File: config.mk
export PLATFORM = sky130hd
export DESIGN_NAME = memory_arbiter
export DESIGN_NICKNAME = d
export VERILOG_FILES = /design/src/source/core_pkg.sv /design/src/source/memory_arbiter.sv
export SDC_FILE = /design/constraint.sdc
export NUM_CORES = 1
export LEC_CHECK = 0
export CAP_MARGIN = 20
export CORE_AREA = 2 2 90 92
export DETAILED_ROUTE_END_ITERATION = 12
export DIE_AREA = 0 0 92 94
export DONT_BUFFER_PORTS = 1
export PLACE_DENSITY = 0.3
export SKIP_LAST_GASP = 1
export SYNTH_ARGS = -nofsm -noshare
export SYNTH_HDL_FRONTEND = slang
export SYNTH_SLANG_ARGS = --single-unit
File: constraint.sdc
create_clock -name vclk -period 0.9
set_clock_uncertainty 0.1 [all_clocks]
set_input_delay 0.09 -clock vclk [all_inputs]
set_output_delay 0.09 -clock vclk [all_outputs]
set_load 0.005 [all_outputs]
File: src/source/core_pkg.sv
`default_nettype none

package core_pkg;

  localparam int xlen = 32;
  localparam int reg_addr_width = 5;
  localparam int mem_addr_width = 8;

  localparam logic [xlen-1:0] ecall_instruction = 32'h0000_0073;

  // funct3 encodings of the supported subset
  localparam logic [2:0] f3_add_sub = 3'b000;
  localparam logic [2:0] f3_slt = 3'b010;
  localparam logic [2:0] f3_xor = 3'b100;
  localparam logic [2:0] f3_or = 3'b110;
  localparam logic [2:0] f3_and = 3'b111;
  localparam logic [2:0] f3_word = 3'b010;
  localparam logic [2:0] f3_beq = 3'b000;
  localparam logic [2:0] f3_bne = 3'b001;

  localparam logic [6:0] f7_base = 7'b0000000;
  localparam logic [6:0] f7_alt = 7'b0100000;

  typedef enum logic [6:0] {
    OpReg    = 7'b0110011,
    OpImm    = 7'b0010011,
    OpLoad   = 7'b0000011,
    OpStore  = 7'b0100011,
    OpBranch = 7'b1100011,
    OpLui    = 7'b0110111,
    OpSystem = 7'b1110011
  } opcode_t;

  typedef enum logic [2:0] {
    AluAdd,
    AluSub,
    AluAnd,
    AluOr,
    AluXor,
    AluSlt,
    AluPassB
  } alu_op_t;

  typedef enum logic [1:0] {
    FwdNone,
    FwdMem,
    FwdWb
  } forward_sel_t;

  typedef enum logic [1:0] {
    OwnerLoader,
    OwnerData,
    OwnerFetch
  } mem_owner_t;

endpackage

`default_nettype wire

File: src/source/memory_arbiter.sv
`default_nettype none

module memory_arbiter
  import core_pkg::*;
(
  input  logic                      run,
  input  logic                      load_strobe,
  input  logic [mem_addr_width-1:0] load_addr,
  input  logic [xlen-1:0]           load_data,
  input  logic [mem_addr_width-1:0] fetch_addr,
  output logic [xlen-1:0]           fetch_data,
  output logic                      fetch_blocked,
  input  logic                      data_read,
  input  logic                      data_write,
  input  logic [mem_addr_width-1:0] data_addr,
  input  logic [xlen-1:0]           write_data,
  output logic [xlen-1:0]           read_data,
  output logic [mem_addr_width-1:0] mem_addr,
  output logic [xlen-1:0]           mem_wdata,
  output logic                      mem_we,
  input  logic [xlen-1:0]           mem_rdata,
  output mem_owner_t                owner
);

  // Loader only while stopped, data only while running
  always_comb begin
    if (load_strobe && !run) begin
      owner = OwnerLoader;
    end else if (run && (data_read || data_write)) begin
      owner = OwnerData;
    end else begin
      owner = OwnerFetch;
    end
  end

  always_comb begin
    case (owner)
      OwnerLoader: begin
        mem_addr = load_addr;
        mem_wdata = load_data;
        mem_we = 1'b1;
      end
      OwnerData: begin
        mem_addr = data_addr;
        mem_wdata = write_data;
        mem_we = data_write;
      end
      default: begin
        mem_addr = fetch_addr;
        mem_wdata = write_data;
        mem_we = 1'b0;
      end
    endcase
  end

  assign fetch_blocked = (owner != OwnerFetch);
  assign fetch_data = mem_rdata;
  assign read_data = mem_rdata;

endmodule

`default_nettype wire

Word-level counts from Yosys, hierarchy flattened:

Index checks and enable logic that the tools add are counted.

* register bits: 0
* input bits: 124
* output and inout port bits: 108
* logic and storage cells: 12

* eq/ne operators: 2
* muxes and demuxes: 5
* reductions and logical operators: 5

Operator list (number)
* $mux W32: 1
* $pmux W8 S2: 1
* $mux W2: 2
* $eq A2 B1 Y1 const B: 1
* $logic_and A1 B1 Y1: 2
* $logic_not A2 Y1: 1
* $ne A2 B2 Y1 const B: 1
* $pmux W1 S2: 1
* $logic_not A1 Y1: 1
* $logic_or A1 B1 Y1: 1

Depth between registers and ports, before layout:

* word-level depth: 6
* depth in mapped cells: 5
* mapped depth without buffers: 3

Worst setup path after synthesis:

No wires, ideal clock.

* kind: in2out
* from: input load_strobe
* to: output mem_wdata[10]
* arrival: 0.832 ns
* required time: 0.710 ns
* slack: -0.122 ns
* stages on the path: 4
* path buffers: 2
* cells stage by stage: nor2b_1 > buf_6 > buf_6 > mux2_2

* cells in the longest elaborated chain, start to end: 4

RTL lines
* start, declared: line memory_arbiter.sv:7 `input logic load_strobe,`
* $logic_and A1 B1 Y1: line memory_arbiter.sv:27 `if (load_strobe && !run) begin`
* $mux W2: line memory_arbiter.sv:27
* $logic_not A2 Y1: line memory_arbiter.sv:37 `case (owner)`
* $mux W32: line memory_arbiter.sv:37
* end, declared: line memory_arbiter.sv:19 `output logic [xlen-1:0] mem_wdata,`

No other way between the ends.

Worst setup path in the final report:

* from: input load_strobe
* to: output mem_wdata[0]

Same word-level chain as after synthesis.

==> run_results.csv <==
group,metric,value,unit
power,ir_worst_vdd,110.1,uV
route,num_vias,748,
finish,ff_latch_area,0,um2
yosys,synthesis.nets,268,
route,drt.antenna.violating_nets,0,
flow_run,cap_violations,0,
finish,seq_cells,0,
timing,fin_crit,1034,ps
timing,setup_violations,33,
timing,final.setup.worst_slack,-133.5,ps
timing,setup-tns-final,-3251,ps
timing,final-max-slew-violation-count,0,
min_path,holdCritStartpoint,"mem_rdata[12]",
finish,final_layout_size_suffix_gt1_frac,0.5455,
min_path,min_to,"fetch_data[12]",
finish,final_nets,203,
grt,grt_pass1_vias,797,
worst_setup_path,crit_path_end_kind,"output port",
yosys,yosys-top-cells-area,"buf_4, mux2_2, nand3_1",
yosys,avgSynthCellArea,7.907,um2
route,drc_errors,0,
power,p_leak,0.3447,nW
run_status,status,"complete, but fails checks",
grt,grt-ovfl-total,0,
placed_design,place.gp.congestion,0.7780,
grt,antenna_found_initial,0,
finish,num_antenna_cells,0,
timing,max_freq,967.6,MHz
die,core,0.007607,mm2
min_path,hold_depth,0,
die,num_rows,32,
yosys,yosysWarnings,0,
route,drt_iter0_drc,33,
yosys,synth_xor_area_frac,0,
timing,fin_crit_sh,1.148,
clock_tree,postCtsSetupRepairBufs,0,
yosys,yosysSeqAreaShare,0,
yosys,synth_area,0.001139,mm2
clock_tree,cts-hold-fix-buffers,0,
yosys,synth.most_common_cell,"buf_4",
placed_design,port_buffers,0,
die,io_pins,232,
die,chipWidth,92,um
grt,use_met3,0.03772,
yosys,synthTopCellsByCount,"buf_4, mux2_2, nand3_1",
yosys,synth_compound_area_frac,0.06813,
yosys,synth_cell_types,13,
yosys,netlist_instances,144,
grt,use_met1,0.08189,
worst_setup_path,path_class,"input port to output port",
finish,areaGrowthSynthToFinish,-21.54,%
grt,met2_usage,0.1985,
yosys,synth.largest_area_cell,"buf_4",
min_path,min_path_type,"input port to output port",
finish,fin_util,0.1174,
yosys,synthSimpleGateAreaFrac,0.1308,
grt,grt.busiest_layer,"met2",
worst_setup_path,cp.arrival,840,ps
timing,worstMarginPinSlew,368.8,ps
power,p_per_area,455.9,mW/mm2
yosys,muxShareOfSynthArea,0.3165,
die,fp.dieH,94,um
route,dr.pass1.iters,4,
yosys,synthAdderAreaFrac,0,
die,start_util,0.1497,
placed_design,hpwlAfterDp,4.261,mm
worst_setup_path,startpoint,"load_strobe",
yosys,synth_top_cell_area_share,0.4220,
timing,hold_viol,0,
timing,rsz0062_at_grt,"true",
die,dieArea,0.008648,mm2
timing,max_slew_margin,0.7539,
route,routed_via_density,4.179,
grt,grt_first_pass_wirelength,6.003,mm
yosys,synth_top_family_by_area,"buffers and inverters",
route,finalWirelength,4.756,mm
finish,clkbuf_count,0,
worst_setup_path,required,710,ps
grt,grt.total_usage,0.09368,
grt,grt_start_max_net_pins,26,
route,routedWlPerCell,26.57,um
timing,hold-worst-slack,80.00,ps
worst_setup_path,start_kind,"input port",
run_status,violations,"setup timing",
worst_setup_path,critPathMaxFanout,25,
metal layers:
layer,share of wire,wire [um],vias to the layer above
met2,0.58,2753,113
li1,-,-,300
met5,0,0,-
met4,0.014,68,0
met3,0.14,658,12
met1,0.27,1275,323
logic make-up after synthesis:
logic type,after synthesis
muxes,32
buffers and inverters,72
AOI/OAI and AO/OA,9
and+or+nand+nor,31
cell usage in the layout (no fill, tap or decap):
| master | netlist | routed |
|---|---|---|
| a21o_1 | 1 | 1 |
| a32oi_1 | 8 | 8 |
| and2_4 | 1 | 1 |
| buf_12 | 0 | 1 |
| buf_4 | 64 | 2 |
| buf_6 | 5 | 1 |
| mux2_2 | 30 | 3 |
| mux2_4 | 0 | 29 |
| nand2_1 | 8 | 8 |
| nand3_1 | 16 | 16 |
| nor2_1 | 3 | 1 |
| nor2_2 | 0 | 2 |
| nor2b_4 | 0 | 1 |
| or2_1 | 2 | 1 |
| or2_4 | 0 | 2 |
power breakdown:
| group | switching (mW) | total [mW] | leakage, nW | internal, mW |
|---|---|---|---|---|
| clock network | 0 | 0 | 0 | 0 |
| logic | 0.174 | 0.407 | 0.345 | 0.233 |
| registers | 0 | 0 | 0 | 0 |
worst max path at each step:
stage                    endpoint  slack (ps)
floorplan           fetch_blocked        -100
global placement    fetch_blocked        -200
detailed placement  fetch_blocked        -210
CTS                  mem_wdata[0]        -140
global route        mem_wdata[31]        -160
finish               mem_wdata[0]        -130
final cells by class:
| type | instances | area, um2 |
|---|---|---|
| repair buffers | 4 | 46.29 |
| multi-input cells | 73 | 719.4 |
| fillers | 900 | 6714 |
| well taps | 102 | 127.6 |
worst max-delay path, cell delays in order:
cell and delay, ps:
nor2b_4 150, buf_12 220, mux2_2 370
what timing repair did:
action | CTS | global route
cloned | 1 | 0
setup endpoints to repair | 43 | 41
gates resized for setup | 4 | 0
hold endpoints to repair | 0 | 0
pin swaps | 3 | 3
per-stage QoR:
stage / setup slack (ps) / cells / power [mW] / area, um2
final: -133.5 / 179 / 0.4073 / 893.4
after global routing: -161.2 / 179 / 0.4354 / 893.4
after CTS: -139.6 / 179 / 0.4166 / 893.4
after detailed placement: -214.9 / 178 / 0.4060 / 875.8
after global placement: -197.1 / 178 / 0.4029 / 875.8
after floorplan: -95.81 / 144 / 0.6030 / 1271
(Power assumes the default switching activity.)
