### config.mk
export PLATFORM = sky130hd
export DESIGN_NAME = register_file
export DESIGN_NICKNAME = d
export VERILOG_FILES = /design/src/source/core_pkg.sv /design/src/source/register_file.sv
export SDC_FILE = /design/constraint.sdc
export NUM_CORES = 2
export LEC_CHECK = 0
export BUFFER_PORTS_ARGS = -buffer_cell sky130_fd_sc_hd__buf_2
export CAP_MARGIN = 20
export CELL_PAD_IN_SITES_DETAIL_PLACEMENT = 0
export CELL_PAD_IN_SITES_GLOBAL_PLACEMENT = 2
export CORE_MARGIN = 3
export CORE_UTILIZATION = 40
export CTS_BUF_LIST = sky130_fd_sc_hd__clkbuf_8
export CTS_CLUSTER_SIZE = 20
export DETAILED_ROUTE_END_ITERATION = 10
export MAX_ROUTING_LAYER = met4
export PLACE_DENSITY_LB_ADDON = 0.2
export SYNTH_ARGS = -nofsm -noshare
export SYNTH_HDL_FRONTEND = slang
export SYNTH_SLANG_ARGS = --single-unit
### constraint.sdc
create_clock -name clock -period 5.2 [get_ports clock]
set_input_delay 0 -clock clock [delete_from_list [all_inputs] [get_ports clock]]
set_output_delay 0 -clock clock [all_outputs]
set_load 0.005 [all_outputs]
### src/source/core_pkg.sv
`default_nettype none

package core_pkg;

  localparam int xlen = 32;
  localparam int reg_addr_width = 5;
  localparam int mem_addr_width = 8;

  localparam logic [xlen-1:0] ecall_instruction = 32'h0000_0073;

  // funct3 encodings of the supported subset
  localparam logic [2:0] f3_add_sub = 3'b000;
  localparam logic [2:0] f3_slt = 3'b010;
  localparam logic [2:0] f3_xor = 3'b100;
  localparam logic [2:0] f3_or = 3'b110;
  localparam logic [2:0] f3_and = 3'b111;
  localparam logic [2:0] f3_word = 3'b010;
  localparam logic [2:0] f3_beq = 3'b000;
  localparam logic [2:0] f3_bne = 3'b001;

  localparam logic [6:0] f7_base = 7'b0000000;
  localparam logic [6:0] f7_alt = 7'b0100000;

  typedef enum logic [6:0] {
    OpReg    = 7'b0110011,
    OpImm    = 7'b0010011,
    OpLoad   = 7'b0000011,
    OpStore  = 7'b0100011,
    OpBranch = 7'b1100011,
    OpLui    = 7'b0110111,
    OpSystem = 7'b1110011
  } opcode_t;

  typedef enum logic [2:0] {
    AluAdd,
    AluSub,
    AluAnd,
    AluOr,
    AluXor,
    AluSlt,
    AluPassB
  } alu_op_t;

  typedef enum logic [1:0] {
    FwdNone,
    FwdMem,
    FwdWb
  } forward_sel_t;

  typedef enum logic [1:0] {
    OwnerLoader,
    OwnerData,
    OwnerFetch
  } mem_owner_t;

endpackage

`default_nettype wire

### src/source/register_file.sv
`default_nettype none

module register_file
  import core_pkg::*;
(
  input  logic                      clock,
  input  logic                      reset,
  input  logic [reg_addr_width-1:0] rs1,
  input  logic [reg_addr_width-1:0] rs2,
  output logic [xlen-1:0]           data1,
  output logic [xlen-1:0]           data2,
  input  logic                      we,
  input  logic [reg_addr_width-1:0] waddr,
  input  logic [xlen-1:0]           wdata
);

  logic [xlen-1:0] regs [1:31];

  always_ff @(posedge clock) begin
    if (reset) begin
      for (int i = 1; i < 32; i++) begin
        regs[i] <= '0;
      end
    end else if (we && waddr != '0) begin
      regs[waddr] <= wdata;
    end
  end

  // x0 reads zero, a same-cycle write is passed through
  assign data1 = (rs1 == '0) ? '0 : (we && waddr == rs1) ? wdata : regs[rs1];
  assign data2 = (rs2 == '0) ? '0 : (we && waddr == rs2) ? wdata : regs[rs2];

endmodule

`default_nettype wire

Word level (Yosys, flattened, before mapping)
Memories as Yosys holds them, arrays and structs flattened.
Cells that the tools add are included.
Operators by class
  add/subtract/negate cells: 0
  multipliers: 0
  divide/modulo/power cells: 0
  order comparisons: 0
  equality and inequality tests: 2
  shifts and indexed selects: 0
  muxes and demuxes: 12
  bitwise operators: 0
  reduce and logical (&&, ||, !) cells: 7
Operators by type and width (count)
  two-way mux 32 bit: 5
  OR reduction 32 bit: 1
  == test 5 bit: 2
  zero test 5 bit: 2
  two-way mux 1 bit: 6
  two-way mux 5 bit: 1
  nonzero test 5 bit: 1
  logical AND 1 bit: 3
Storage, ports and cells
  flip-flop bits (word level): 0
  latch bits: 0
  memory bits (writable): 992
  memory bits (read-only): 0
  bits of input ports: 50
  output and inout port bits: 64
  word-level logic and storage cells: 22
  memories kept: 1
Memories
  regs: words 31, bits a word 32, read ports 2, clocked after memory_dff 0, write ports 31, line register_file.sv:17  | logic [xlen-1:0] regs [1:31];

Depth between registers and ports, before layout
  depth after elaboration: 7
  depth in mapped cells: 9
  mapped depth without buffers: 5

Worst setup path after synthesis
OpenSTA, ideal clock, no wires.
  path kind: input port to flip-flop
  start: in waddr[3]
  end: mem regs[6][0], enable pin
  setup time: 0.375 ns
  arrival time: 1.388 ns
  required time: 4.825 ns
  setup slack: 3.437 ns
  stages: 4
  path buffers: 1
  cells stage by stage: buf_2 > or3b_2 > nor2_1 > or2_2
RTL lines
  start, declared: line register_file.sv:13  | input logic [reg_addr_width-1:0] waddr,
  end, declared: line register_file.sv:17

Worst setup path in the final report
  start: in rs1[0]
  end: out data1[0]
On the way
  longest elaborated chain between the ends: 4
  elaborated cells on any way between the ends: 6
  classes of those cells: 1 x eq/ne; 2 x mux; 2 x reduce/logical; 1 x memory
RTL lines
  start, declared: line register_file.sv:8  | input logic [reg_addr_width-1:0] rs1,
  parallel branches: the longest is 3 deep, another holds memory (31 x 32 bit)
  two-way mux 32 bit *: line register_file.sv:30  | assign data1 = (rs1 == '0) ? '0 : (we && waddr == rs1) ? wdata : regs[rs1];
  end, declared: line register_file.sv:10  | output logic [xlen-1:0] data1,
Every way passes the cells marked *.

==> reports/metrics.csv <==
stage,metric,value,unit
detailed_routing,vias,36532,
logic_synthesis,ys_seq_elements,1024,
cts,cts_buffers,185,
grt,grt_pass1_wl,299800,um
outcome,status,"complete, no violations",
die,core,136100,um2
job,cap_viol_max_count,0,
grt,globalRouteOverflowTotal,0,
cts,ctsLongestPathBuffers,3,
sta,tns,0,ps
cts,h-tree-depth,4,
detailed_routing,via_per_inst,6.300,
setup_path,worstSetupPathType,in2out,
logic_synthesis,synth.yosys.seq_area_share,55.85,%
pwr,total_power,19.45,mW
logic_synthesis,yosys.cell_types.count,52,
setup_path,crit_end,data1[0],
sta,final.period_utilization,60.24,%
final_layout,nets,3915,
placed_design,io_buffers,113,
logic_synthesis,ys_warn_count,0,
placed_design,gp_congestion,0.8853,
final_layout,largest_register_ffs,1024,
pwr,p_leak,21.63,nW
logic_synthesis,synth.top_cell.area_share,55.85,%
detailed_routing,ant_nets,0,
sta,finalMaxSlewViolations,0,
sta,fin_crit,3133,ps
setup_path,cp.arrival,3130,ps
grt,grt_usage,31.62,%
logic_synthesis,ys.flop_type,edfxtp_1,
sta,finalHoldViolCount,0,
detailed_routing,routedWlPerCell,37.83,um
detailed_routing,first_iter_violations,4986,
cts,cts_resized,0,
sta,slew_headroom,15.45,%
pwr,powerDensity,318.1,nW/um2
detailed_routing,drc,0,
die,rows,135,
setup_path,critPathLaunchType,primary input,
cts,clk_pin_slew_worst_paths,60,ps
final_layout,top_register,regs,
logic_synthesis,yosysMostFrequentCell,edfxtp_1,
cts,cts_root_buf,clkbuf_8,
final_layout,final_cells,5799,
die,initial_core_util,40.44,%
setup_path,cp_max_fo,46,
die,dieWidth,377.0,um
sta,fmax,319.2,MHz
setup_path,startpoint,rs1[0],
logic_synthesis,synth_cells,3801,
setup_path,required,5200,ps
logic_synthesis,synth_area_leaders,"edfxtp_1, mux4_2, and2_1, mux2i_1, clkbuf_1",
logic_synthesis,synth_commonest_cells,"edfxtp_1, and2_1, mux4_2, mux2i_1, clkbuf_1",
placed_design,dp.cells,5425,
final_layout,synthToLayoutAreaGrowth,11.05,%
placed_design,dp_hpwl,135800,um
logic_synthesis,synth_area_per_cell,14.48,um2
sta,rsz0062_at_grt,false,
worst_hold_path,min_path_type,in2reg,
final_layout,reg_top3,regs (1024),
logic_synthesis,synth_edf_count,1024,
cts,cts_tree,yes,
detailed_routing,dr.pass1.iters,8,
die,die_y,377.0,um
pwr,ir_worst_vdd,250.1,uV
logic_synthesis,yosysTopAreaCell,edfxtp_1,
logic_synthesis,netlist_area,55050,um2
sta,final-setup-viol-count,0,
final_layout,fill_cells,12159,
sta,hold_ws,214.8,ps
cts,tritoncts_num_sinks,1024,
grt,grt_max_degree,81,
cts,post_cts_buffers,0,
grt,grt_pass1_vias,35556,
grt,grt_antenna_before_repair,19,
setup_path,endpoint_kind,output pin,
sta,tightest_slew,1268,ps
logic_synthesis,ys_async_sr_fraction,0,%
final_layout,drive_above_1_share,22.65,%
detailed_routing,finalWirelength,219400,um
die,die_area,142100,um2
die,io_pins,114,
report_power, final:
group / internal (mW) / total (mW) / switching [mW]
Clock: 3.39 / 6.96 / 3.57
Combinational: 0.984 / 2.69 / 1.70
Sequential: 9.55 / 9.80 / 0.254
Total: 13.9 / 19.4 / 5.53
metal layers:
metal  global-route usage (%)  routed length [um]
met5                        -                   0
met4                    10.13                6783
met3                    7.043               20660
met2                    47.16              100100
met1                    43.14               91810
timing repair:
item	4_1_cts	5_1_grt
endpoints found under the setup margin	0	0
endpoints found under the hold margin	1024	0
hold buffers	32	0
how the worst min path moves through the flow:
stage / from / end / slack, ps / cells past startpoint
after floorplan: wdata[0] / regs[0][0] / 100 / 0
after global placement: wdata[4] / regs[0][4] / 560 / 1
after detailed placement: wdata[4] / regs[0][4] / 580 / 1
after CTS: reset / regs[22][4] / 120 / 2
after global routing: reset / regs[22][4] / 200 / 2
final: reset / regs[22][4] / 210 / 2
placed cells by master (no fill, tap or decap), types with 5 or more instances in the layout:
cell type         n
edfxtp_1       1024
and2_1          993
mux4_2          375
mux2i_1         330
clkbuf_8        189
a22oi_1         107
buf_2           105
buf_4            91
a21oi_1          64
nand2_1          64
inv_1            64
clkinv_1         50
o21ai_1          49
o221ai_1         38
o22ai_1          37
nor2_4           35
or2_2            33
a211oi_1         32
a32o_1           32
dlygate4sd3_1    32
conb_1           32
a221oi_1         27
buf_12           21
clkinv_2         18
o221a_1          15
diode_2          13
o21ai_0          13
nor2_1           13
nand3_1          13
a31oi_1          11
a221o_1          11
xnor2_1          10
a32oi_1           9
mux2_2            6
o2111ai_1         6
nand2b_1          5
nand3b_1          5
metrics by stage:
stage	util, %	area [um2]	setup slack, ps
floorplan	-	55170	3437
global placement	42.10	57310	1515
detailed placement	42.27	57550	1567
CTS	44.85	61060	2098
global route	44.89	61120	1914
finish	44.90	61130	2067
area by class of cell:
type / count / area, um2 / area share (%)
repair buffers: 258 / 2113 / 3.457
clock buffers: 188 / 2587 / 4.232
clock inverters: 139 / 608.1 / 0.9947
multi-input cells: 2394 / 22810 / 37.31
inverters: 2 / 7.507 / 0.01228
flip-flops and latches: 1024 / 30750 / 50.30
well taps: 1781 / 2228 / 3.645
diodes: 13 / 32.53 / 0.05321
cell families after synthesis:
group	after synthesis	synth area share [%]
XOR/XNOR	10	0.1591
AO/OA/AOI/OAI	457	6.032
other	1	0.006811
flip-flops	1024	55.85
multiplexers	711	21.46
AND/OR/NAND/NOR	1184	12.98
buffers and inverters	414	3.509
worst max-delay path: stages:
cell and delay [ps]:
buf_8 430, buf_4 810, mux4_2 590, o21ai_1 570
nand3_1 150, o221a_1 260, buf_2 130
(Power assumes the default switching activity.)
