[config.mk]
export PLATFORM = sky130hd
export DESIGN_NAME = instruction_decoder
export DESIGN_NICKNAME = d
export VERILOG_FILES = /design/src/source/core_pkg.sv /design/src/source/instruction_decoder.sv
export SDC_FILE = /design/constraint.sdc
export NUM_CORES = 1
export LEC_CHECK = 0
export BUFFER_PORTS_ARGS = -buffer_cell sky130_fd_sc_hd__buf_2
export CORE_AREA = 4 4 41 43
export DETAILED_ROUTE_END_ITERATION = 7
export DIE_AREA = 0 0 45 47
export GPL_ROUTABILITY_DRIVEN = 0
export PLACE_DENSITY_LB_ADDON = 0.1
export RECOVER_POWER = 100
export SYNTH_ARGS = -nofsm -noshare
export SYNTH_HDL_FRONTEND = slang
export SYNTH_SLANG_ARGS = --single-unit
[constraint.sdc]
create_clock -name vclk -period 1.4
set_input_delay 0.14 -clock vclk [all_inputs]
set_output_delay 0.14 -clock vclk [all_outputs]
set_load 0.02 [all_outputs]
[src/source/core_pkg.sv]
`default_nettype none

package core_pkg;

  localparam int xlen = 32;
  localparam int reg_addr_width = 5;
  localparam int mem_addr_width = 8;

  localparam logic [xlen-1:0] ecall_instruction = 32'h0000_0073;

  // funct3 encodings of the supported subset
  localparam logic [2:0] f3_add_sub = 3'b000;
  localparam logic [2:0] f3_slt = 3'b010;
  localparam logic [2:0] f3_xor = 3'b100;
  localparam logic [2:0] f3_or = 3'b110;
  localparam logic [2:0] f3_and = 3'b111;
  localparam logic [2:0] f3_word = 3'b010;
  localparam logic [2:0] f3_beq = 3'b000;
  localparam logic [2:0] f3_bne = 3'b001;

  localparam logic [6:0] f7_base = 7'b0000000;
  localparam logic [6:0] f7_alt = 7'b0100000;

  typedef enum logic [6:0] {
    OpReg    = 7'b0110011,
    OpImm    = 7'b0010011,
    OpLoad   = 7'b0000011,
    OpStore  = 7'b0100011,
    OpBranch = 7'b1100011,
    OpLui    = 7'b0110111,
    OpSystem = 7'b1110011
  } opcode_t;

  typedef enum logic [2:0] {
    AluAdd,
    AluSub,
    AluAnd,
    AluOr,
    AluXor,
    AluSlt,
    AluPassB
  } alu_op_t;

  typedef enum logic [1:0] {
    FwdNone,
    FwdMem,
    FwdWb
  } forward_sel_t;

  typedef enum logic [1:0] {
    OwnerLoader,
    OwnerData,
    OwnerFetch
  } mem_owner_t;

endpackage

`default_nettype wire

[src/source/instruction_decoder.sv]
`default_nettype none

module instruction_decoder
  import core_pkg::*;
(
  input  logic [xlen-1:0] id_instruction,
  output alu_op_t         alu_op,
  output logic            alu_b_imm,
  output logic            mem_read,
  output logic            mem_write,
  output logic            reg_write,
  output logic            wb_from_mem,
  output logic            is_branch,
  output logic            branch_ne,
  output logic            is_halt
);

  opcode_t    opcode;
  logic [2:0] funct3;
  logic [6:0] funct7;
  alu_op_t    funct_op;
  logic       funct_valid;

  assign opcode = opcode_t'(id_instruction[6:0]);
  assign funct3 = id_instruction[14:12];
  assign funct7 = id_instruction[31:25];

  // ALU operation shared by register and immediate forms
  always_comb begin
    funct_valid = 1'b1;
    case (funct3)
      f3_add_sub: funct_op = AluAdd;
      f3_slt:     funct_op = AluSlt;
      f3_xor:     funct_op = AluXor;
      f3_or:      funct_op = AluOr;
      f3_and:     funct_op = AluAnd;
      default: begin
        funct_op = AluAdd;
        funct_valid = 1'b0;
      end
    endcase
  end

  always_comb begin
    alu_op = AluAdd;
    alu_b_imm = 1'b0;
    mem_read = 1'b0;
    mem_write = 1'b0;
    reg_write = 1'b0;
    wb_from_mem = 1'b0;
    is_branch = 1'b0;
    branch_ne = 1'b0;
    is_halt = 1'b0;
    case (opcode)
      OpReg: begin
        if (funct_valid && (funct7 == f7_base || (funct7 == f7_alt && funct3 == f3_add_sub))) begin
          reg_write = 1'b1;
          alu_op = (funct7 == f7_alt) ? AluSub : funct_op;
        end
      end
      OpImm: begin
        // No SLTI in this subset
        if (funct_valid && funct3 != f3_slt) begin
          reg_write = 1'b1;
          alu_b_imm = 1'b1;
          alu_op = funct_op;
        end
      end
      OpLoad: begin
        if (funct3 == f3_word) begin
          mem_read = 1'b1;
          reg_write = 1'b1;
          wb_from_mem = 1'b1;
          alu_b_imm = 1'b1;
        end
      end
      OpStore: begin
        if (funct3 == f3_word) begin
          mem_write = 1'b1;
          alu_b_imm = 1'b1;
        end
      end
      OpBranch: begin
        if (funct3 == f3_beq || funct3 == f3_bne) begin
          is_branch = 1'b1;
          branch_ne = (funct3 == f3_bne);
        end
      end
      OpLui: begin
        reg_write = 1'b1;
        alu_b_imm = 1'b1;
        alu_op = AluPassB;
      end
      OpSystem: is_halt = (id_instruction == ecall_instruction);
      default: alu_op = AluAdd;
    endcase
  end

endmodule

`default_nettype wire

---- Word-level counts from Yosys, hierarchy flattened ----
Cells that the tools add are included.
cells by class
  reduce and logical (&&, ||, !) cells .... 9
  shift-type cells ........................ 0
  divide/modulo/power cells ............... 0
  $mul .................................... 0
  eq/ne operators ......................... 15
  mux-type cells .......................... 18
  order comparisons ....................... 0
  add/subtract/negate cells ............... 0
  bitwise operators ....................... 0
operator list
  cell                                                    count
  equality test 32 x 7 -> 1 bit (second input constant)   1
  equality test 7 x 6 -> 1 bit (second input constant)    4
  equality test 7 bit (second input constant)             2
  case mux 3 bit (4 select lines)                         1
  2-to-1 mux 1 bit                                        11
  equality test 3 bit (second input constant)             3
  2-to-1 mux 3 bit                                        3
  case mux 3 bit (3 select lines)                         1
  equality test 7 x 2 -> 1 bit (second input constant)    1
  equality test 7 x 5 -> 1 bit (second input constant)    1
  logical NOT 7 bit                                       1
  OR reduction 5 bit                                      1
  case mux 1 bit (4 select lines)                         1
  equality test 3 x 1 -> 1 bit (second input constant)    1
  equality test 3 x 2 -> 1 bit (second input constant)    1
  logical AND 1 bit                                       3
  logical NOT 3 bit                                       1
  inequality test 3 x 2 -> 1 bit (second input constant)  1
  case mux 1 bit (3 select lines)                         1
  logical OR 1 bit                                        2
  OR reduction 2 bit                                      1
word-level totals
  memories kept ........................... 0
  register bits after elaboration ......... 0
  output and inout port bits .............. 11
  RAM bits ................................ 0
  memory bits (read-only) ................. 0
  input port bits ......................... 32
  latch bits .............................. 0

---- Logic depth before layout (Yosys ltp) ----
  depth after elaboration ................. 6
  depth in mapped cells ................... 5

---- Worst setup path before layout ----
OpenSTA, ideal clock, no wires.
  path type ............................... input to output
  start ................................... input port id_instruction[3]
  end ..................................... output port wb_from_mem
  buffers on the path ..................... 1
  data arrival time ....................... 1.716 ns
  setup slack ............................. -0.456 ns
  cell stages on the path ................. 5
  required time ........................... 1.260 ns
  path through ............................ nor4bb_1 nor3b_1 nand3b_1 nor3_1 buf_4
between the ends
  longest elaborated chain between the ends .. 2
ends and longest elaborated chain
  what                          line                       text
  start: declaration            instruction_decoder.sv:6   input logic [xlen-1:0] id_instruction,
  equality test 7 x 2 -> 1 bit  n/a
  2-to-1 mux 1 bit              n/a
  end: declaration              instruction_decoder.sv:12  output logic wb_from_mem,
No other way between the ends.

---- Worst setup path after layout ----
  start ................................... input port id_instruction[13]
  end ..................................... output port is_halt
between the ends
  longest elaborated chain between the ends .. 2
ends and longest elaborated chain
  what                           line                       text
  equality test 32 x 7 -> 1 bit  instruction_decoder.sv:94  OpSystem: is_halt = (id_instruction == ecall_instruction);
  2-to-1 mux 1 bit               instruction_decoder.sv:54  case (opcode)
  end: declaration               instruction_decoder.sv:15  output logic is_halt
No other way between the ends.

==> summary.md <==
| Metric | Value |
|---|---|
| Worst path max stage delay | `approximately 0.46 ns` |
| Synth area leader | `nor4_1` |
| WL/cell | `13.4 um` |
| IO Count | `43` |
| Die W | `roughly 45 um` |
| Share of Yosys cell area claimed by the top area cell type | `0.105` |
| Critical path depth | `5` |
| Buffers plus inverters on the worst setup path | `2` |
| Finished Core Util | `0.677` |
| Global routing's busiest layer | `met2` |
| Via density | `roughly 5.2` |
| GR Util met2 | `0.274` |
| CP Cell Sequence | `buf_6 -> or3b_4 -> or4_4 -> nor4_4 -> buf_4` |
| Core ar. | `1300 um^2` |
| Fin crit share | `1.15` |
| Met1 Usage GRT | `0.182` |
| Register area | `0 um^2` |
| Pre-Repair DR Iteration Count | `4` |
| Critical path origin | `id_instruction[13]` |
| Slew margin rel. | `0.796` |
| Hold_buf cts | `0` |
| Seq cells | `0` |
| Final setup violation count | `11` |
| Avg Cell Area, Syn | `between 7 and 8 um^2` |
| Number of I/O port buffers | `43` |
| Met3 Usage GRT | `0.00766` |
| Fmax | `approximately 0.62 GHz` |
| Routed Antenna Nets | `0` |
| Largest net degree at the start of global routing | `12` |
| Die ar. | `approximately 2100 um^2` |
| Fin crit period | `approximately 1.6 ns` |
| CP Max Fanout | `2` |
| Fin. Hold Viols | `0` |
| Top cells by area, synth | `nor4_1, nand3b_1, nand4_1` |
| Area of the multi-input gates | `about 430 um^2` |
| Violated checks | `negative setup slack` |
| Starting Density | `0.276` |
| Maxcap violations | `0` |
| Vias in the first global route | `~600` |
| Finished Layout Cells | `about 120` |
| Clock Buffer Count | `0` |
| Delay-heaviest family, CP | `simple AND/OR/NAND/NOR gates` |
| Routed vias | `623` |
| Least-Margin Pin Slew | `0.303 ns` |
| Fraction of layout instances using a drive strength above 1 | `0.712` |
| Min-delay src | `id_instruction[30]` |
| DRC errors left | `0` |
| Setup crit end kind | `primary output` |
| Max-slew violations | `0` |
| Iter 0 DRT Violations | `11` |
| GRT Total Usage | `0.145` |
| Post-synthesis net count | `82` |
| Critical Path AT | `about 1.5 ns` |
| Rows | `13` |
| Area growth from synthesis to layout | `145%` |
| Antenna violations before repair | `0` |
| Mapped cell area | `around 360 um^2` |
| Final WL | `between 1500 and 2000 um` |
| Critical path type | `in -> out` |
| Hold Path Sink | `is_halt` |
| Outcome | `complete, but fails checks` |
| Slowest cell on the critical path | `or4_4` |
| RSZ-0062 raised after global routing | `true` |
| Hold Path Depth | `3` |
| Critical Path RT | `around 1.3 ns` |
| Die height | `47 um` |
| Final setup margin | `-0.204 ns` |
| N_diodes | `0` |
| Sequential area share after synthesis | `0` |
| Post-Synthesis Cells | `50` |
| Synth unique cells | `33` |
| DP HPWL | `~1200 um` |
| Pwr/cell area | `171 nW/um^2` |
| Global route overflow | `0` |
| Fillers | `118` |
| Nets@finish | `138` |
| Critical Path Start Type | `primary input` |
| Cells after DPL | `~120` |
| Leak | `around 0.42 nW` |
| Global-route wire length before repair | `roughly 2400 um` |
| Peak supply drop | `approximately 0.11 mV` |
| Syn. warnings | `0` |
| Min-delay worst type | `in -> out` |
-- report_power, final --
part           internal [W]  switching [W]
clock network             0              0
logic             0.0000830      0.0000673
registers                 0              0
total             0.0000830      0.0000673
-- routing by layer --
layer	vias to the layer above	wire, um
li1	312	-
met3	2	195
met1	276	617
met2	33	766
met4	0	21
met5	-	0
-- placed cells by master (no fill, tap or decap), types with 2 or more instances in the layout --
master	count
a211o_1	2
buf_2	26
buf_4	17
buf_6	14
nand2_1	4
nand3b_1	3
nand4_1	3
nor2_1	4
nor4_1	5
nor4_4	2
-- metrics by stage --
stage	worst slack [ns]	total power (W)	hold slack, ns	setup TNS (ns)	cell area (um^2)
after floorplan	-0.168	0.0000521	0.317	-0.553	422
after global placement	-0.282	0.000119	0.637	-2.11	697
after detailed placement	-0.291	0.000121	0.637	-2.25	697
after CTS	-0.214	0.000143	0.642	-1.31	838
after global routing	-0.277	0.000162	0.664	-2.26	881
final	-0.204	0.000150	0.645	-1.55	881
-- cells in the mapped netlist, drive strengths merged --
cell type / count
nand3b: 3
nor4: 7
or3: 1
nor3b: 2
o22ai: 1
o21ai: 1
nand4: 3
a21oi: 1
clkbuf: 2
and2: 1
o311ai: 1
o2111a: 1
a41o: 1
nor2: 5
buf: 2
a211o: 2
or2: 1
nor4bb: 1
or4: 1
nor3: 1
a21o: 1
or2b: 1
xnor2: 1
nand2: 4
nor2b: 1
o21a: 1
and4: 1
nor4b: 1
or3b: 1
-- logic make-up (layout without fill, tap and decap cells) --
kind of cell | after synthesis | in the layout | synth area share
AOI/OAI and AO/OA | 10 | 10 | 0.220
xor gates and xnor gates | 1 | 1 | 0.0244
buffers and inverters | 4 | 58 | 0.105
and+or+nand+nor | 35 | 35 | 0.652
-- cell type report --
type                            count  share of cell area
Multi-Input combinational cell     46               0.490
Tap cell                           15              0.0213
Timing Repair Buffer               58               0.489
-- tightest hold or removal path, delay by kind of cell --
kind,cells,cell delay [ns]
buf+inv,2,0.31
simple gates,1,0.06
-- what timing repair did --
action	4_1_cts	5_1_grt
pin swaps	11	3
resized for setup	31	6
setup buffers	2	2
endpoints found under the setup margin	11	11
-- worst max-delay path by stage --
stage | end | slack [ns]
detailed placement | wb_from_mem | -0.29
finish | is_halt | -0.20
floorplan | branch_ne | -0.17
global route | wb_from_mem | -0.28
CTS | is_halt | -0.21
global placement | mem_read | -0.28
Note: power is estimated with default switching activity, not from simulation.
