## src/source/core_pkg.sv

```systemverilog
`default_nettype none

package core_pkg;

  localparam int xlen = 32;
  localparam int reg_addr_width = 5;
  localparam int mem_addr_width = 8;

  localparam logic [xlen-1:0] ecall_instruction = 32'h0000_0073;

  // funct3 encodings of the supported subset
  localparam logic [2:0] f3_add_sub = 3'b000;
  localparam logic [2:0] f3_slt = 3'b010;
  localparam logic [2:0] f3_xor = 3'b100;
  localparam logic [2:0] f3_or = 3'b110;
  localparam logic [2:0] f3_and = 3'b111;
  localparam logic [2:0] f3_word = 3'b010;
  localparam logic [2:0] f3_beq = 3'b000;
  localparam logic [2:0] f3_bne = 3'b001;

  localparam logic [6:0] f7_base = 7'b0000000;
  localparam logic [6:0] f7_alt = 7'b0100000;

  typedef enum logic [6:0] {
    OpReg    = 7'b0110011,
    OpImm    = 7'b0010011,
    OpLoad   = 7'b0000011,
    OpStore  = 7'b0100011,
    OpBranch = 7'b1100011,
    OpLui    = 7'b0110111,
    OpSystem = 7'b1110011
  } opcode_t;

  typedef enum logic [2:0] {
    AluAdd,
    AluSub,
    AluAnd,
    AluOr,
    AluXor,
    AluSlt,
    AluPassB
  } alu_op_t;

  typedef enum logic [1:0] {
    FwdNone,
    FwdMem,
    FwdWb
  } forward_sel_t;

  typedef enum logic [1:0] {
    OwnerLoader,
    OwnerData,
    OwnerFetch
  } mem_owner_t;

endpackage

`default_nettype wire

```

## src/source/hazard_forwarding_unit.sv

```systemverilog
`default_nettype none

module hazard_forwarding_unit
  import core_pkg::*;
(
  input  logic [reg_addr_width-1:0] id_rs1,
  input  logic [reg_addr_width-1:0] id_rs2,
  input  logic [reg_addr_width-1:0] ex_rs1,
  input  logic [reg_addr_width-1:0] ex_rs2,
  input  logic [reg_addr_width-1:0] ex_rd,
  input  logic                      ex_mem_read,
  input  logic [reg_addr_width-1:0] mem_rd,
  input  logic                      mem_reg_write,
  input  logic [reg_addr_width-1:0] wb_rd,
  input  logic                      wb_reg_write,
  input  logic                      branch_taken,
  output forward_sel_t              forward_a,
  output forward_sel_t              forward_b,
  output logic                      stall_fetch,
  output logic                      stall_decode,
  output logic                      flush_decode,
  output logic                      flush_execute
);

  logic load_use;

  // Younger producer in MEM wins over WB
  function automatic forward_sel_t select_source(input logic [reg_addr_width-1:0] rs);
    if (mem_reg_write && mem_rd != '0 && mem_rd == rs) begin
      return FwdMem;
    end
    if (wb_reg_write && wb_rd != '0 && wb_rd == rs) begin
      return FwdWb;
    end
    return FwdNone;
  endfunction

  always_comb begin
    forward_a = select_source(ex_rs1);
    forward_b = select_source(ex_rs2);
  end

  assign load_use = ex_mem_read && ex_rd != '0 && (ex_rd == id_rs1 || ex_rd == id_rs2);

  assign stall_fetch = load_use;
  assign stall_decode = load_use;
  assign flush_decode = branch_taken;
  assign flush_execute = load_use || branch_taken;

endmodule

`default_nettype wire

```

## config.mk

```make
export PLATFORM = sky130hd
export DESIGN_NAME = hazard_forwarding_unit
export DESIGN_NICKNAME = d
export VERILOG_FILES = /design/src/source/core_pkg.sv /design/src/source/hazard_forwarding_unit.sv
export SDC_FILE = /design/constraint.sdc
export NUM_CORES = 1
export LEC_CHECK = 0
export BUFFER_PORTS_ARGS = -buffer_cell sky130_fd_sc_hd__buf_2
export CAP_MARGIN = 10
export CORE_AREA = 4 4 41 43
export DETAILED_ROUTE_END_ITERATION = 8
export DIE_AREA = 0 0 45 47
export MAX_ROUTING_LAYER = met4
export PLACE_DENSITY = 0.81
export SLEW_MARGIN = 10
export SYNTH_ARGS = -nofsm -noshare
export SYNTH_HDL_FRONTEND = slang
export SYNTH_SLANG_ARGS = --single-unit
```

## constraint.sdc

```tcl
create_clock -name vclk -period 2.4
set_clock_uncertainty 0.05 [all_clocks]
set_input_delay 0.72 -clock vclk [all_inputs]
set_output_delay 0.72 -clock vclk [all_outputs]
set_load 0.005 [all_outputs]
```

# Word-level counts from Yosys, hierarchy flattened
# Cells that the tools add are included.
[word_totals] reg_bits=0 inputBits=39 out_inout_bits=8
[classes] n_eq_ne=6 mux=14 n_reduce_logical=13
[ops] cell="$eq A5 B5 Y1" n=6
[ops] cell="$mux W2" n=8
[ops] cell="$reduce_bool A5 Y1" n=3
[ops] cell="$logic_and A1 B1 Y1" n=8
[ops] cell="$mux W1" n=6
[ops] cell="$logic_or A1 B1 Y1" n=2

# Longest topological paths before layout
# Gate-level depths: netlist (run 1).
[depth] depth_word=7 mapped_depth=5 depth_no_buf=4

# Worst setup path after synthesis (run 1)
# No wires, ideal clock.
[synth_path] kind="input -> output" from="input port mem_rd[1]" to="output port forward_a[1]" t_arrival_ps=1760 t_required_ps=1630 slack_ps=-130 cell_stages=4 n_path_buf=0 path_cell_list="or4_1 -> o21ai_2 -> nor4_1 -> nor4_2"
[synth_between] elab_chain_cells=5 word_cells_on_any_way=6 classes_between="1 x eq/ne; 2 x mux; 3 x reduce/logical"
[synth_lines] item="from (decl)" line_no="hazard_forwarding_unit.sv:12" source="input logic [reg_addr_width-1:0] mem_rd,"
[synth_lines] item="$reduce_bool A5 Y1" line_no="hazard_forwarding_unit.sv:29" source="if (mem_reg_write && mem_rd != '0 && mem_rd == rs) begin"
[synth_lines] item="$logic_and A1 B1 Y1" line_no="hazard_forwarding_unit.sv:29"
[synth_lines] item="$logic_and A1 B1 Y1 *" line_no="hazard_forwarding_unit.sv:29"
[synth_lines] item="$mux W1 *" line_no="hazard_forwarding_unit.sv:29"
[synth_lines] item="$mux W2 *" line_no="hazard_forwarding_unit.sv:32" source="if (wb_reg_write && wb_rd != '0 && wb_rd == rs) begin"
[synth_lines] item="to (decl)" line_no="hazard_forwarding_unit.sv:17" source="output forward_sel_t forward_a,"
# Every way passes the cells marked *; elsewhere a longest branch is shown, timed or not.

# Worst setup path after layout (run 1)
[layout_path] from="input port wb_rd[1]" to="output port forward_b[1]"
[layout_between] elab_chain_cells=7 word_cells_on_any_way=9 classes_between="1 x eq/ne; 5 x mux; 3 x reduce/logical"
[layout_lines] item="from (decl)" line_no="hazard_forwarding_unit.sv:14" source="input logic [reg_addr_width-1:0] wb_rd,"
[layout_lines] item="$reduce_bool A5 Y1" line_no="hazard_forwarding_unit.sv:32"
[layout_lines] item="$logic_and A1 B1 Y1" line_no="hazard_forwarding_unit.sv:32"
[layout_lines] item="$logic_and A1 B1 Y1 *" line_no="hazard_forwarding_unit.sv:32"
[layout_lines] item="$mux W1 (2 in series)" line_no="hazard_forwarding_unit.sv:32"
[layout_lines] item="$mux W2 *" line_no="hazard_forwarding_unit.sv:35" source="return FwdNone;"
[layout_lines] item="$mux W2 *" line_no="hazard_forwarding_unit.sv:32"
[layout_lines] item="to (decl)" line_no="hazard_forwarding_unit.sv:18" source="output forward_sel_t forward_b,"
# Every way passes the cells marked *; elsewhere a longest branch is shown, timed or not. The select of a mux whose other input is x is not followed.

==> impl_table.tex, run 1 <==
\begin{tabular}{lr}
\hline
Metric & Value \\
\hline
\multicolumn{2}{l}{\textbf{GRT}} \\
Residual overflow from global routing & 0 \\
Vias in the first global route & 658 \\
Number of antenna violations at the first check in global routing & 0 \\
GRT Resource Usage Total & 15.9\% \\
Pin count of the biggest net entering global routing & 4 \\
Global-route wire length before repair & 2460 um \\
\multicolumn{2}{l}{\textbf{Yosys}} \\
Post-synth cell types & 14 \\
Share of the yosys chip area belonging to registers & 0\% \\
Avg Synthesized Cell Area & 7.88 sq um \\
Synth Area in Simple Gates & 25.4\% \\
Adder-cell share of the synthesized area & 0\% \\
Netlist Area Pre-Place & 418 sq um \\
Compound-Gate Fraction of Synth Area & 8.08\% \\
Post-Synthesis Net Count & 92 \\
Yosys synthesis warning count & 0 \\
Multiplexer fraction of the synthesized cell area & 0\% \\
Syn Inst Count & 53 \\
Post-synthesis xor/xnor area fraction & 62.9\% \\
Combinational family with the most area after synthesis & XOR/XNOR gates \\
\multicolumn{2}{l}{\textbf{Power and ir drop}} \\
Leakage power figure & 0.458 nW \\
Power share of the combinational group & 100.0\% \\
Part of the total power dissipated in sequential elements & 0\% \\
Total power divided by cell area & 171 nW/um\^{}2 \\
Switching share of total power & 44.6\% \\
Int Pwr & 0.0000887 W \\
Final Total Pwr & 0.000160 W \\
Switching Power & 0.0000716 W \\
Clock network fraction of total power & 0\% \\
Maximum resistive drop on vdd & 0.0930 mV \\
\multicolumn{2}{l}{\textbf{Finish}} \\
Layout overhead on the synthesized area & 125\% \\
Layout clock buffer count & 0 \\
Number of nets in the finished design & 158 \\
Number of flip-flops and latches & 0 \\
Antenna Diode Count & 0 \\
Cell area after layout & 940 sq um \\
Final-layout fill cell count & 95 \\
Share of final-layout standard cells stronger than drive strength 1 & 67.5\% \\
Register cell area after layout & 0 sq um \\
Finished Layout Cells & 132 \\
\multicolumn{2}{l}{\textbf{STA}} \\
RSZ-0062 raised after global routing & yes \\
Period utilisation layout & 116\% \\
Worst max-slew margin expressed relative to the limit & 79.4\% \\
Aggregate negative setup slack & -1.25 ns \\
Fin crit period & 2.78 ns \\
Total of endpoints with negative setup slack in the final report & 7 \\
Setup slack of the critical path after layout & -0.383 ns \\
Hold Violations, Final & 0 \\
Max Transition Viols Final & 0 \\
Maximum frequency from static timing analysis & 359 MHz \\
Slew at the pin with the worst max-slew slack & 0.307 ns \\
\multicolumn{2}{l}{\textbf{Drt}} \\
Routed vias & 656 \\
Sum of routed wire length over all layers & 1920 um \\
Antenna viol nets, final & 0 \\
Final routed wire length divided by cell count & 14.6 um \\
Number of iterations in the first detailed-routing pass & 4 \\
DRC violation count after routing & 0 \\
Detail-routed via count per cell & 4.97 \\
Initial drt markers & 6 \\
\multicolumn{2}{l}{\textbf{Floorplan}} \\
Effective utilization at floorplan & 32.1\% \\
Floorplan die height & 47 um \\
Die extent in x & 45 um \\
Full die area & 2120 sq um \\
Number of rows in the core area & 13 \\
Area of the core & 1300 sq um \\
Top-level I/O count & 47 \\
\multicolumn{2}{l}{\textbf{Critical path}} \\
Critical Path AT & 2.01 ns \\
Category of the critical setup timing path & primary input to output pin \\
Worst path required time & 1.63 ns \\
Critical path startpoint category & primary input \\
Critical Path End Type & output pin \\
CP max FO & 3 \\
\multicolumn{2}{l}{\textbf{CTS}} \\
Count of hold-fix buffers inserted at cts & 0 \\
Post-CTS setup buffers & 0 \\
\multicolumn{2}{l}{\textbf{Placement}} \\
Global placer's final weighted congestion & 0.815 \\
Input/output buffers & 47 \\
Standard cell area after detailed placement & 800 sq um \\
Worst slack at placement & -0.303 ns \\
Total instance count after detailed placement & 132 \\
HPWL Detailed & 1460 um \\
\multicolumn{2}{l}{\textbf{Worst hold path}} \\
Classification of the worst-slack hold path & primary input to output pin \\
Cell count of the worst hold path & 2 \\
HP Start & branch\_taken \\
Worst hold endpoint & flush\_decode \\
\multicolumn{2}{l}{\textbf{Outcome}} \\
Run status & finished with violations \\
Violations in the final reports & negative setup slack \\
\multicolumn{2}{l}{\textbf{Flow run}} \\
Number of violations of the max-capacitance limit & 0 \\
\hline
\end{tabular}
-- cell usage in the layout (no fill, tap or decap), types with 2 or more instances in the layout --
cell type / instances
or4_4: 3
nor4_2: 2
buf_6: 10
nand3_1: 2
or4_1: 2
xnor2_1: 6
nor2_1: 3
xor2_1: 23
buf_2: 36
nor4_4: 2
buf_4: 20
nor3_2: 2
-- power groups by stage --
stage	combinational, W	sequential, W	clock, W
floorplan	0.0000491	0	0
global placement	0.000125	0	0
detailed placement	0.000130	0	0
CTS	0.000141	0	0
global route	0.000171	0	0
finish	0.000160	0	0
-- worst max-delay path, stage by stage --
cell and delay, ns:
buf_4 0.12, or4_1 0.55, o21ai_1 0.25, or4_4 0.19, nor4_4 0.04, buf_2 0.14
-- synth_stat cells --
cell,count,area [sq um]
o21ai_0,1,5.00
nand3_1,2,10.0
xor2_1,24,210
o21ai_1,1,5.00
nor3_1,2,10.0
buf_4,2,15.0
xnor2_1,6,52.6
o21ai_2,1,8.76
a22oi_1,1,7.51
or4_1,5,37.5
nor4_1,2,12.5
nor4_2,2,25.0
o21bai_1,1,7.51
nor2_1,3,11.3
-- per-layer routing --
metal / global-route usage, % / vias to the layer above / routed length, um
li1: - / 315 / -
met1: 14.2 / 287 / 641
met2: 35.3 / 52 / 978
met3: 1.92 / 2 / 284
met4: 1.75 / 0 / 19
met5: - / - / 0
-- logic make-up after synthesis --
| family | Yosys count |
|---|---|
| AOI/OAI and AO/OA | 5 |
| xor gates and xnor gates | 30 |
| buffers and inverters | 2 |
| and+or+nand+nor | 16 |
-- final cells by class --
type | count | area [sq um] | share of cell area, %
multi-input combinational | 51 | 478 | 50.9
tap | 15 | 18.8 | 2.00
timing repair buffer | 66 | 443 | 47.1
-- through the flow --
| stage | util (%) | hold WS [ns] |
|---|---|---|
| finish | 72.2 | 1.57 |
| detailed placement | 61.4 | 1.58 |
| CTS | 66.0 | 1.58 |
| floorplan | - | 1.47 |
| global route | 72.2 | 1.59 |
| global placement | 61.4 | 1.57 |
-- how the worst max path moves through the flow --
stage	to	slack, ns	start
CTS	forward_b[1]	-0.30	ex_rs2[4]
global route	forward_b[1]	-0.43	wb_rd[1]
floorplan	forward_a[1]	-0.05	ex_rs1[4]
detailed placement	forward_a[1]	-0.30	ex_rs1[4]
finish	forward_b[1]	-0.38	wb_rd[1]
global placement	forward_a[1]	-0.30	ex_rs1[4]
-- what timing repair did --
action	in CTS	in global routing
hold endpoints to repair	0	0
endpoints found under the setup margin	7	7
pin swaps	2	7
gates resized for setup	10	16
Note: power is estimated with default switching activity, not from simulation.
==> inputs of run 2 (changes only) <==
--- a/config.mk
+++ b/config.mk
@@ -6,12 +6,12 @@
 export NUM_CORES = 1
 export LEC_CHECK = 0
 export BUFFER_PORTS_ARGS = -buffer_cell sky130_fd_sc_hd__buf_2
-export CAP_MARGIN = 10
-export CORE_AREA = 4 4 41 43
+export CAP_MARGIN = 25
+export CORE_MARGIN = 4
+export CORE_UTILIZATION = 30
 export DETAILED_ROUTE_END_ITERATION = 8
-export DIE_AREA = 0 0 45 47
 export MAX_ROUTING_LAYER = met4
-export PLACE_DENSITY = 0.81
+export PLACE_DENSITY = 0.78
 export SLEW_MARGIN = 10
 export SYNTH_ARGS = -nofsm -noshare
 export SYNTH_HDL_FRONTEND = slang
==> run 2 against run 1 <==
Compared with the run above:
- the run still ends with negative setup slack left
- worst setup slack gained 0.086 ns
- worst hold slack gained 0.0013 ns
- wire length shrank 6.2%
- critical endpoint unchanged
- design area shrank 0.53%
- critical path depth is the same
- first-iteration DRC count shrank 50%
- sequential share of layout area is the same
- die area shrank 2.9%
- core utilization shrank 0.38 points
- combinational power is essentially flat
- global-route usage grew 0.40 points
==> impl_table.tex, run 2 (synthesis results as in run 1) <==
\begin{tabular}{lr}
\hline
Metric & Value \\
\hline
\multicolumn{2}{l}{\textbf{Finish}} \\
Final-layout fill cell count & 87 (was 95) \\
Layout overhead on the synthesized area & 124\% (was 125\%) \\
Final standard cell utilization of the core & 71.8\% (was 72.2\%) \\
Most common cell after layout, fill and taps aside & buf\_2 (unchanged) \\
Register cell area after layout & 0 sq um (unchanged) \\
Commonest cells after routing, fill and taps aside & 35 x buf\_2, 24 x xor2\_1, 18 x buf\_4, 12 x buf\_6, 5 x xnor2\_1 (was 36 x buf\_2, 23 x xor2\_1, 20 x buf\_4, 10 x buf\_6, 6 x xnor2\_1) \\
Antenna Diode Count & 0 (unchanged) \\
Number of nets in the finished design & 157 (was 158) \\
Area of the multi-input gates & 470 sq um (was 478 sq um) \\
Number of flip-flops and latches & 0 (unchanged) \\
Share of final-layout standard cells stronger than drive strength 1 & 67.2\% (was 67.5\%) \\
Layout clock buffer count & 0 (unchanged) \\
\multicolumn{2}{l}{\textbf{STA}} \\
Total of endpoints with negative setup slack in the final report & 7 (unchanged) \\
Maximum frequency from static timing analysis & 371 MHz (was 359 MHz) \\
Slew at the pin with the worst max-slew slack & 0.287 ns (was 0.307 ns) \\
Worst max-slew margin expressed relative to the limit & 80.7\% (was 79.4\%) \\
Worst slack on hold paths & 1.57 ns (about the same) \\
Fin crit period & 2.70 ns (was 2.78 ns) \\
Max Transition Viols Final & 0 (unchanged) \\
RSZ-0062 raised after global routing & yes (unchanged) \\
Period utilisation layout & 112\% (was 116\%) \\
Hold Violations, Final & 0 (unchanged) \\
Setup slack of the critical path after layout & -0.297 ns (was -0.383 ns) \\
\multicolumn{2}{l}{\textbf{Power and ir drop}} \\
Leakage power figure & 0.461 nW (was 0.458 nW) \\
Total power divided by cell area & 169 nW/um\^{}2 (was 171 nW/um\^{}2) \\
Switching share of total power & 43.7\% (was 44.6\%) \\
Maximum resistive drop on vdd & 0.0943 mV (was 0.0930 mV) \\
Power share of the combinational group & 100.0\% (about the same) \\
Clock network fraction of total power & 0\% (about the same) \\
Int Pwr & 0.0000890 W (was 0.0000887 W) \\
Switching Power & 0.0000692 W (was 0.0000716 W) \\
Part of the total power dissipated in sequential elements & 0\% (about the same) \\
\multicolumn{2}{l}{\textbf{Drt}} \\
Sum of routed wire length over all layers & 1800 um (was 1920 um) \\
Number of iterations in the first detailed-routing pass & 2 (was 4) \\
Routed vias & 634 (was 656) \\
Initial drt markers & 3 (was 6) \\
DRC violation count after routing & 0 (unchanged) \\
Detail-routed via count per cell & 4.84 (was 4.97) \\
Antenna viol nets, final & 0 (unchanged) \\
Final routed wire length divided by cell count & 13.8 um (was 14.6 um) \\
\multicolumn{2}{l}{\textbf{Critical path}} \\
Critical Path AT & 1.93 ns (was 2.01 ns) \\
CP max FO & 2 (was 3) \\
Critical Path End Type & output pin (unchanged) \\
Largest incremental delay on the critical path & 0.54 ns (was 0.55 ns) \\
Cells traversed along the worst timing path & buf\_6, or4\_4, o21ai\_4, nor4\_4, nor4\_2, buf\_2 (was buf\_4, or4\_1, o21ai\_1, or4\_4, nor4\_4, buf\_2) \\
Worst path required time & 1.63 ns (about the same) \\
Critical path startpoint category & primary input (unchanged) \\
Crit path max-delay cell type & or4\_4 (was or4\_1) \\
Category of the critical setup timing path & primary input to output pin (unchanged) \\
\multicolumn{2}{l}{\textbf{Placement}} \\
HPWL Detailed & 1380 um (was 1460 um) \\
Global placer's final weighted congestion & 0.781 (was 0.815) \\
Input/output buffers & 47 (unchanged) \\
\multicolumn{2}{l}{\textbf{Outcome}} \\
Violations in the final reports & negative setup slack (unchanged) \\
Run status & finished with violations (unchanged) \\
\multicolumn{2}{l}{\textbf{Floorplan}} \\
Top-level I/O count & 47 (unchanged) \\
Floorplan die height & 45.3 um (was 47 um) \\
Area of the core & 1300 sq um (unchanged) \\
Effective utilization at floorplan & 32.1\% (unchanged) \\
Die extent in x & 45.3 um (was 45 um) \\
Full die area & 2050 sq um (was 2120 sq um) \\
Number of rows in the core area & 13 (unchanged) \\
\multicolumn{2}{l}{\textbf{GRT}} \\
Residual overflow from global routing & 0 (unchanged) \\
Global-route wire length before repair & 2430 um (was 2460 um) \\
Number of antenna violations at the first check in global routing & 0 (unchanged) \\
Vias in the first global route & 612 (was 658) \\
Pin count of the biggest net entering global routing & 4 (unchanged) \\
GRT Resource Usage Total & 16.3\% (was 15.9\%) \\
\multicolumn{2}{l}{\textbf{Worst hold path}} \\
Classification of the worst-slack hold path & primary input to output pin (unchanged) \\
\multicolumn{2}{l}{\textbf{Flow run}} \\
Number of violations of the max-capacitance limit & 0 (unchanged) \\
\multicolumn{2}{l}{\textbf{CTS}} \\
Count of hold-fix buffers inserted at cts & 0 (unchanged) \\
\hline
\end{tabular}
-- run 2: changes by cell type in the layout (fill, tap and decap cells not counted), sizes merged --
| cell | delta |
|---|---|
| buf | -1 |
-- run 2: per-layer routing --
metal  vias to the layer above  track usage [%]  routed length [um]
met3                         0            0.398                 183
li1                        312                -                   -
met5                         -                -                   0
met4                         0                0                   0
met2                        40             37.6                 992
met1                       282             14.6                 627
-- run 2: power by group through the flow --
stage,registers (W),clock network [W],logic (W)
floorplan,0,0,0.0000491
global placement,0,0,0.000121
detailed placement,0,0,0.000127
CTS,0,0,0.000141
global route,0,0,0.000170
finish,0,0,0.000158
-- run 2: worst max-delay path: cells and delay by family --
family,cells,cell delay [ns]
simple gates,3,0.74
buf+inv,2,0.24
compound gates,1,0.22
-- run 2: layout make-up --
type	instances	share of cell area, %
multi-input combinational	51	50.3
timing repair buffer	65	47.7
tap	15	2.01
-- run 2: worst paths after layout --
check	from	to	slack (ns)	depth (start not counted)
worst min-delay path	branch_taken	flush_decode	1.57	2
worst max-delay path	mem_rd[3]	forward_b[1]	-0.30	6
-- run 2: repair_timing --
item	CTS	global route
pin swaps	4	10
resized for setup	15	10
endpoints found under the setup margin	7	7
buffers inserted	0	2
-- run 2: through the flow --
step / cells / setup TNS [ns] / setup WS (ns) / power, W / cell area (sq um)
3_3_place_gp: 129 / -1.06 / -0.292 / 0.000121 / 777
5_1_grt: 131 / -1.42 / -0.383 / 0.000170 / 935
2_1_floorplan: 53 / -0.0909 / -0.0455 / 0.0000491 / 418
6_report: 131 / -1.19 / -0.297 / 0.000158 / 935
3_5_place_dp: 129 / -1.14 / -0.320 / 0.000127 / 777
4_1_cts: 129 / -0.987 / -0.294 / 0.000141 / 858
==> inputs of run 3 (changes only) <==
--- a/config.mk
+++ b/config.mk
@@ -11,7 +11,7 @@
 export CORE_UTILIZATION = 30
 export DETAILED_ROUTE_END_ITERATION = 8
 export MAX_ROUTING_LAYER = met4
-export PLACE_DENSITY = 0.78
+export PLACE_DENSITY_LB_ADDON = 0.12
 export SLEW_MARGIN = 10
 export SYNTH_ARGS = -nofsm -noshare
 export SYNTH_HDL_FRONTEND = slang
==> run 3 against run 2 <==
Compared with the run above:
- the run still ends with negative setup slack left
- clock-buffer cell count unchanged
- flip-flop and latch count unchanged
- wire length decreased by 6.2%
- final cell count increased by 3.8%
- worst setup slack got worse by 0.027 ns
- non-clock buffer count increased by 5
- power increased by 0.56%
- core utilization increased by 1.9 points
- via count decreased by 0.32%
==> impl_table.tex, run 3 (synthesis results as in run 1) <==
\begin{tabular}{lr}
\hline
Metric & Value \\
\hline
\multicolumn{2}{l}{\textbf{Critical path}} \\
Category of the critical setup timing path & primary input to output pin (unchanged) \\
Critical Path End Type & output pin (unchanged) \\
Worst path required time & 1.63 ns (about the same) \\
Critical path startpoint category & primary input (unchanged) \\
CP max FO & 2 (unchanged) \\
Launch point of the critical path & ex\_rs2[1] (was mem\_rd[3]) \\
Endpoint of the most critical setup path & forward\_b[1] (unchanged) \\
Critical Path AT & 1.95 ns (was 1.93 ns) \\
\multicolumn{2}{l}{\textbf{Placement}} \\
HPWL Detailed & 1400 um (was 1380 um) \\
Global placer's final weighted congestion & 0.735 (was 0.781) \\
Input/output buffers & 47 (unchanged) \\
Standard cell area after detailed placement & 822 sq um (was 777 sq um) \\
Total instance count after detailed placement & 135 (was 129) \\
\multicolumn{2}{l}{\textbf{Finish}} \\
Layout overhead on the synthesized area & 130\% (was 124\%) \\
Commonest cells after routing, fill and taps aside & 38 x buf\_2, 23 x xor2\_1, 22 x buf\_4, 10 x buf\_6, 6 x xnor2\_1 (was 35 x buf\_2, 24 x xor2\_1, 18 x buf\_4, 12 x buf\_6, 5 x xnor2\_1) \\
Number of nets in the finished design & 162 (was 157) \\
Share of final-layout standard cells stronger than drive strength 1 & 69.4\% (was 67.2\%) \\
Number of flip-flops and latches & 0 (unchanged) \\
Register cell area after layout & 0 sq um (unchanged) \\
Final standard cell utilization of the core & 73.8\% (was 71.8\%) \\
Most common cell after layout, fill and taps aside & buf\_2 (unchanged) \\
Finished Layout Cells & 136 (was 131) \\
Layout clock buffer count & 0 (unchanged) \\
Cell area after layout & 960 sq um (was 935 sq um) \\
Antenna Diode Count & 0 (unchanged) \\
\multicolumn{2}{l}{\textbf{Drt}} \\
Initial drt markers & 0 (was 3) \\
Antenna viol nets, final & 0 (unchanged) \\
Sum of routed wire length over all layers & 1690 um (was 1800 um) \\
Routed vias & 632 (was 634) \\
Detail-routed via count per cell & 4.65 (was 4.84) \\
DRC violation count after routing & 0 (unchanged) \\
Number of iterations in the first detailed-routing pass & 1 (was 2) \\
Final routed wire length divided by cell count & 12.4 um (was 13.8 um) \\
\multicolumn{2}{l}{\textbf{Power and ir drop}} \\
Total power divided by cell area & 166 nW/um\^{}2 (was 169 nW/um\^{}2) \\
Maximum resistive drop on vdd & 0.0864 mV (was 0.0943 mV) \\
Leakage power figure & 0.478 nW (was 0.461 nW) \\
Final Total Pwr & 0.000159 W (was 0.000158 W) \\
\multicolumn{2}{l}{\textbf{Worst hold path}} \\
Classification of the worst-slack hold path & primary input to output pin (unchanged) \\
Cell count of the worst hold path & 2 (unchanged) \\
\multicolumn{2}{l}{\textbf{STA}} \\
Slew at the pin with the worst max-slew slack & 0.296 ns (was 0.287 ns) \\
Total of endpoints with negative setup slack in the final report & 7 (unchanged) \\
Fin crit period & 2.72 ns (was 2.70 ns) \\
Aggregate negative setup slack & -1.22 ns (was -1.19 ns) \\
Maximum frequency from static timing analysis & 367 MHz (was 371 MHz) \\
Period utilisation layout & 114\% (was 112\%) \\
Worst max-slew margin expressed relative to the limit & 80.1\% (was 80.7\%) \\
Setup slack of the critical path after layout & -0.324 ns (was -0.297 ns) \\
Max Transition Viols Final & 0 (unchanged) \\
RSZ-0062 raised after global routing & yes (unchanged) \\
Hold Violations, Final & 0 (unchanged) \\
\multicolumn{2}{l}{\textbf{Floorplan}} \\
Area of the core & 1300 sq um (unchanged) \\
Top-level I/O count & 47 (unchanged) \\
Floorplan die height & 45.3 um (unchanged) \\
Effective utilization at floorplan & 32.1\% (unchanged) \\
Number of rows in the core area & 13 (unchanged) \\
Full die area & 2050 sq um (unchanged) \\
Die extent in x & 45.3 um (unchanged) \\
\multicolumn{2}{l}{\textbf{GRT}} \\
Vias in the first global route & 574 (was 612) \\
Number of antenna violations at the first check in global routing & 0 (unchanged) \\
Pin count of the biggest net entering global routing & 4 (unchanged) \\
Global-route wire length before repair & 2220 um (was 2430 um) \\
GRT Resource Usage Total & 14.7\% (was 16.3\%) \\
Residual overflow from global routing & 0 (unchanged) \\
\multicolumn{2}{l}{\textbf{Outcome}} \\
Run status & finished with violations (unchanged) \\
Violations in the final reports & negative setup slack (unchanged) \\
\multicolumn{2}{l}{\textbf{Flow run}} \\
Number of violations of the max-capacitance limit & 0 (unchanged) \\
\multicolumn{2}{l}{\textbf{CTS}} \\
Count of hold-fix buffers inserted at cts & 0 (unchanged) \\
\hline
\end{tabular}
## run 3: cell count changes in the layout (fill, tap and decap cells not counted)
cell / before / now
buf_4: 18 / 22
buf_2: 35 / 38
buf_6: 12 / 10
or4_1: 3 / 1
or4_4: 2 / 4
nand3_1: 1 / 2
nand3_2: 1 / 0
xnor2_1: 5 / 6
xnor2_2: 1 / 0
xor2_1: 24 / 23
xor2_2: 0 / 1
## run 3: what timing repair did
item                                   in CTS  in global routing
gates resized for setup                    16                  7
pin swaps                                   4                  6
buffers inserted                            1                  0
setup endpoints to repair                   7                  7
endpoints found under the hold margin       0                  0
## run 3: worst max-delay path, cell delays in order
cell and delay [ns]:
buf_6 0.09, xor2_1 0.16, or4_4 0.54, nor4_2 0.28, buf_2 0.16
## run 3: per-stage QoR
step                hold slack [ns]  setup WS [ns]
finish                         1.57         -0.324
global route                   1.58         -0.408
CTS                            1.57         -0.311
detailed placement             1.57         -0.332
global placement               1.57         -0.319
floorplan                      1.47        -0.0455
## run 3: worst min-delay path by stage
stage | endpoint | slack (ns) | startpoint
after floorplan | flush_decode | 1.47 | branch_taken
after global placement | flush_decode | 1.57 | branch_taken
after detailed placement | flush_decode | 1.57 | branch_taken
after CTS | flush_decode | 1.57 | branch_taken
after global routing | flush_decode | 1.58 | branch_taken
final | flush_decode | 1.57 | branch_taken
## run 3: metal layers
| metal | vias to the layer above | track usage, % | part of all wire (%) |
|---|---|---|---|
| met5 | - | - | 0 |
| met3 | 0 | 0.398 | 7.2 |
| met4 | 0 | 0 | 0 |
| met2 | 27 | 32.8 | 60 |
| li1 | 321 | - | - |
| met1 | 284 | 14.1 | 33 |
## run 3: power by group
group          internal, W  switching (W)  total (W)
Clock                    0              0          0
Combinational    0.0000911      0.0000680   0.000159
Sequential               0              0          0
## run 3: final cells by class
| cell class | instances | area, sq um |
|---|---|---|
| multi-input cells | 51 | 473 |
| repair buffers | 70 | 468 |
| fillers | 115 | 342 |
| well taps | 15 | 18.8 |
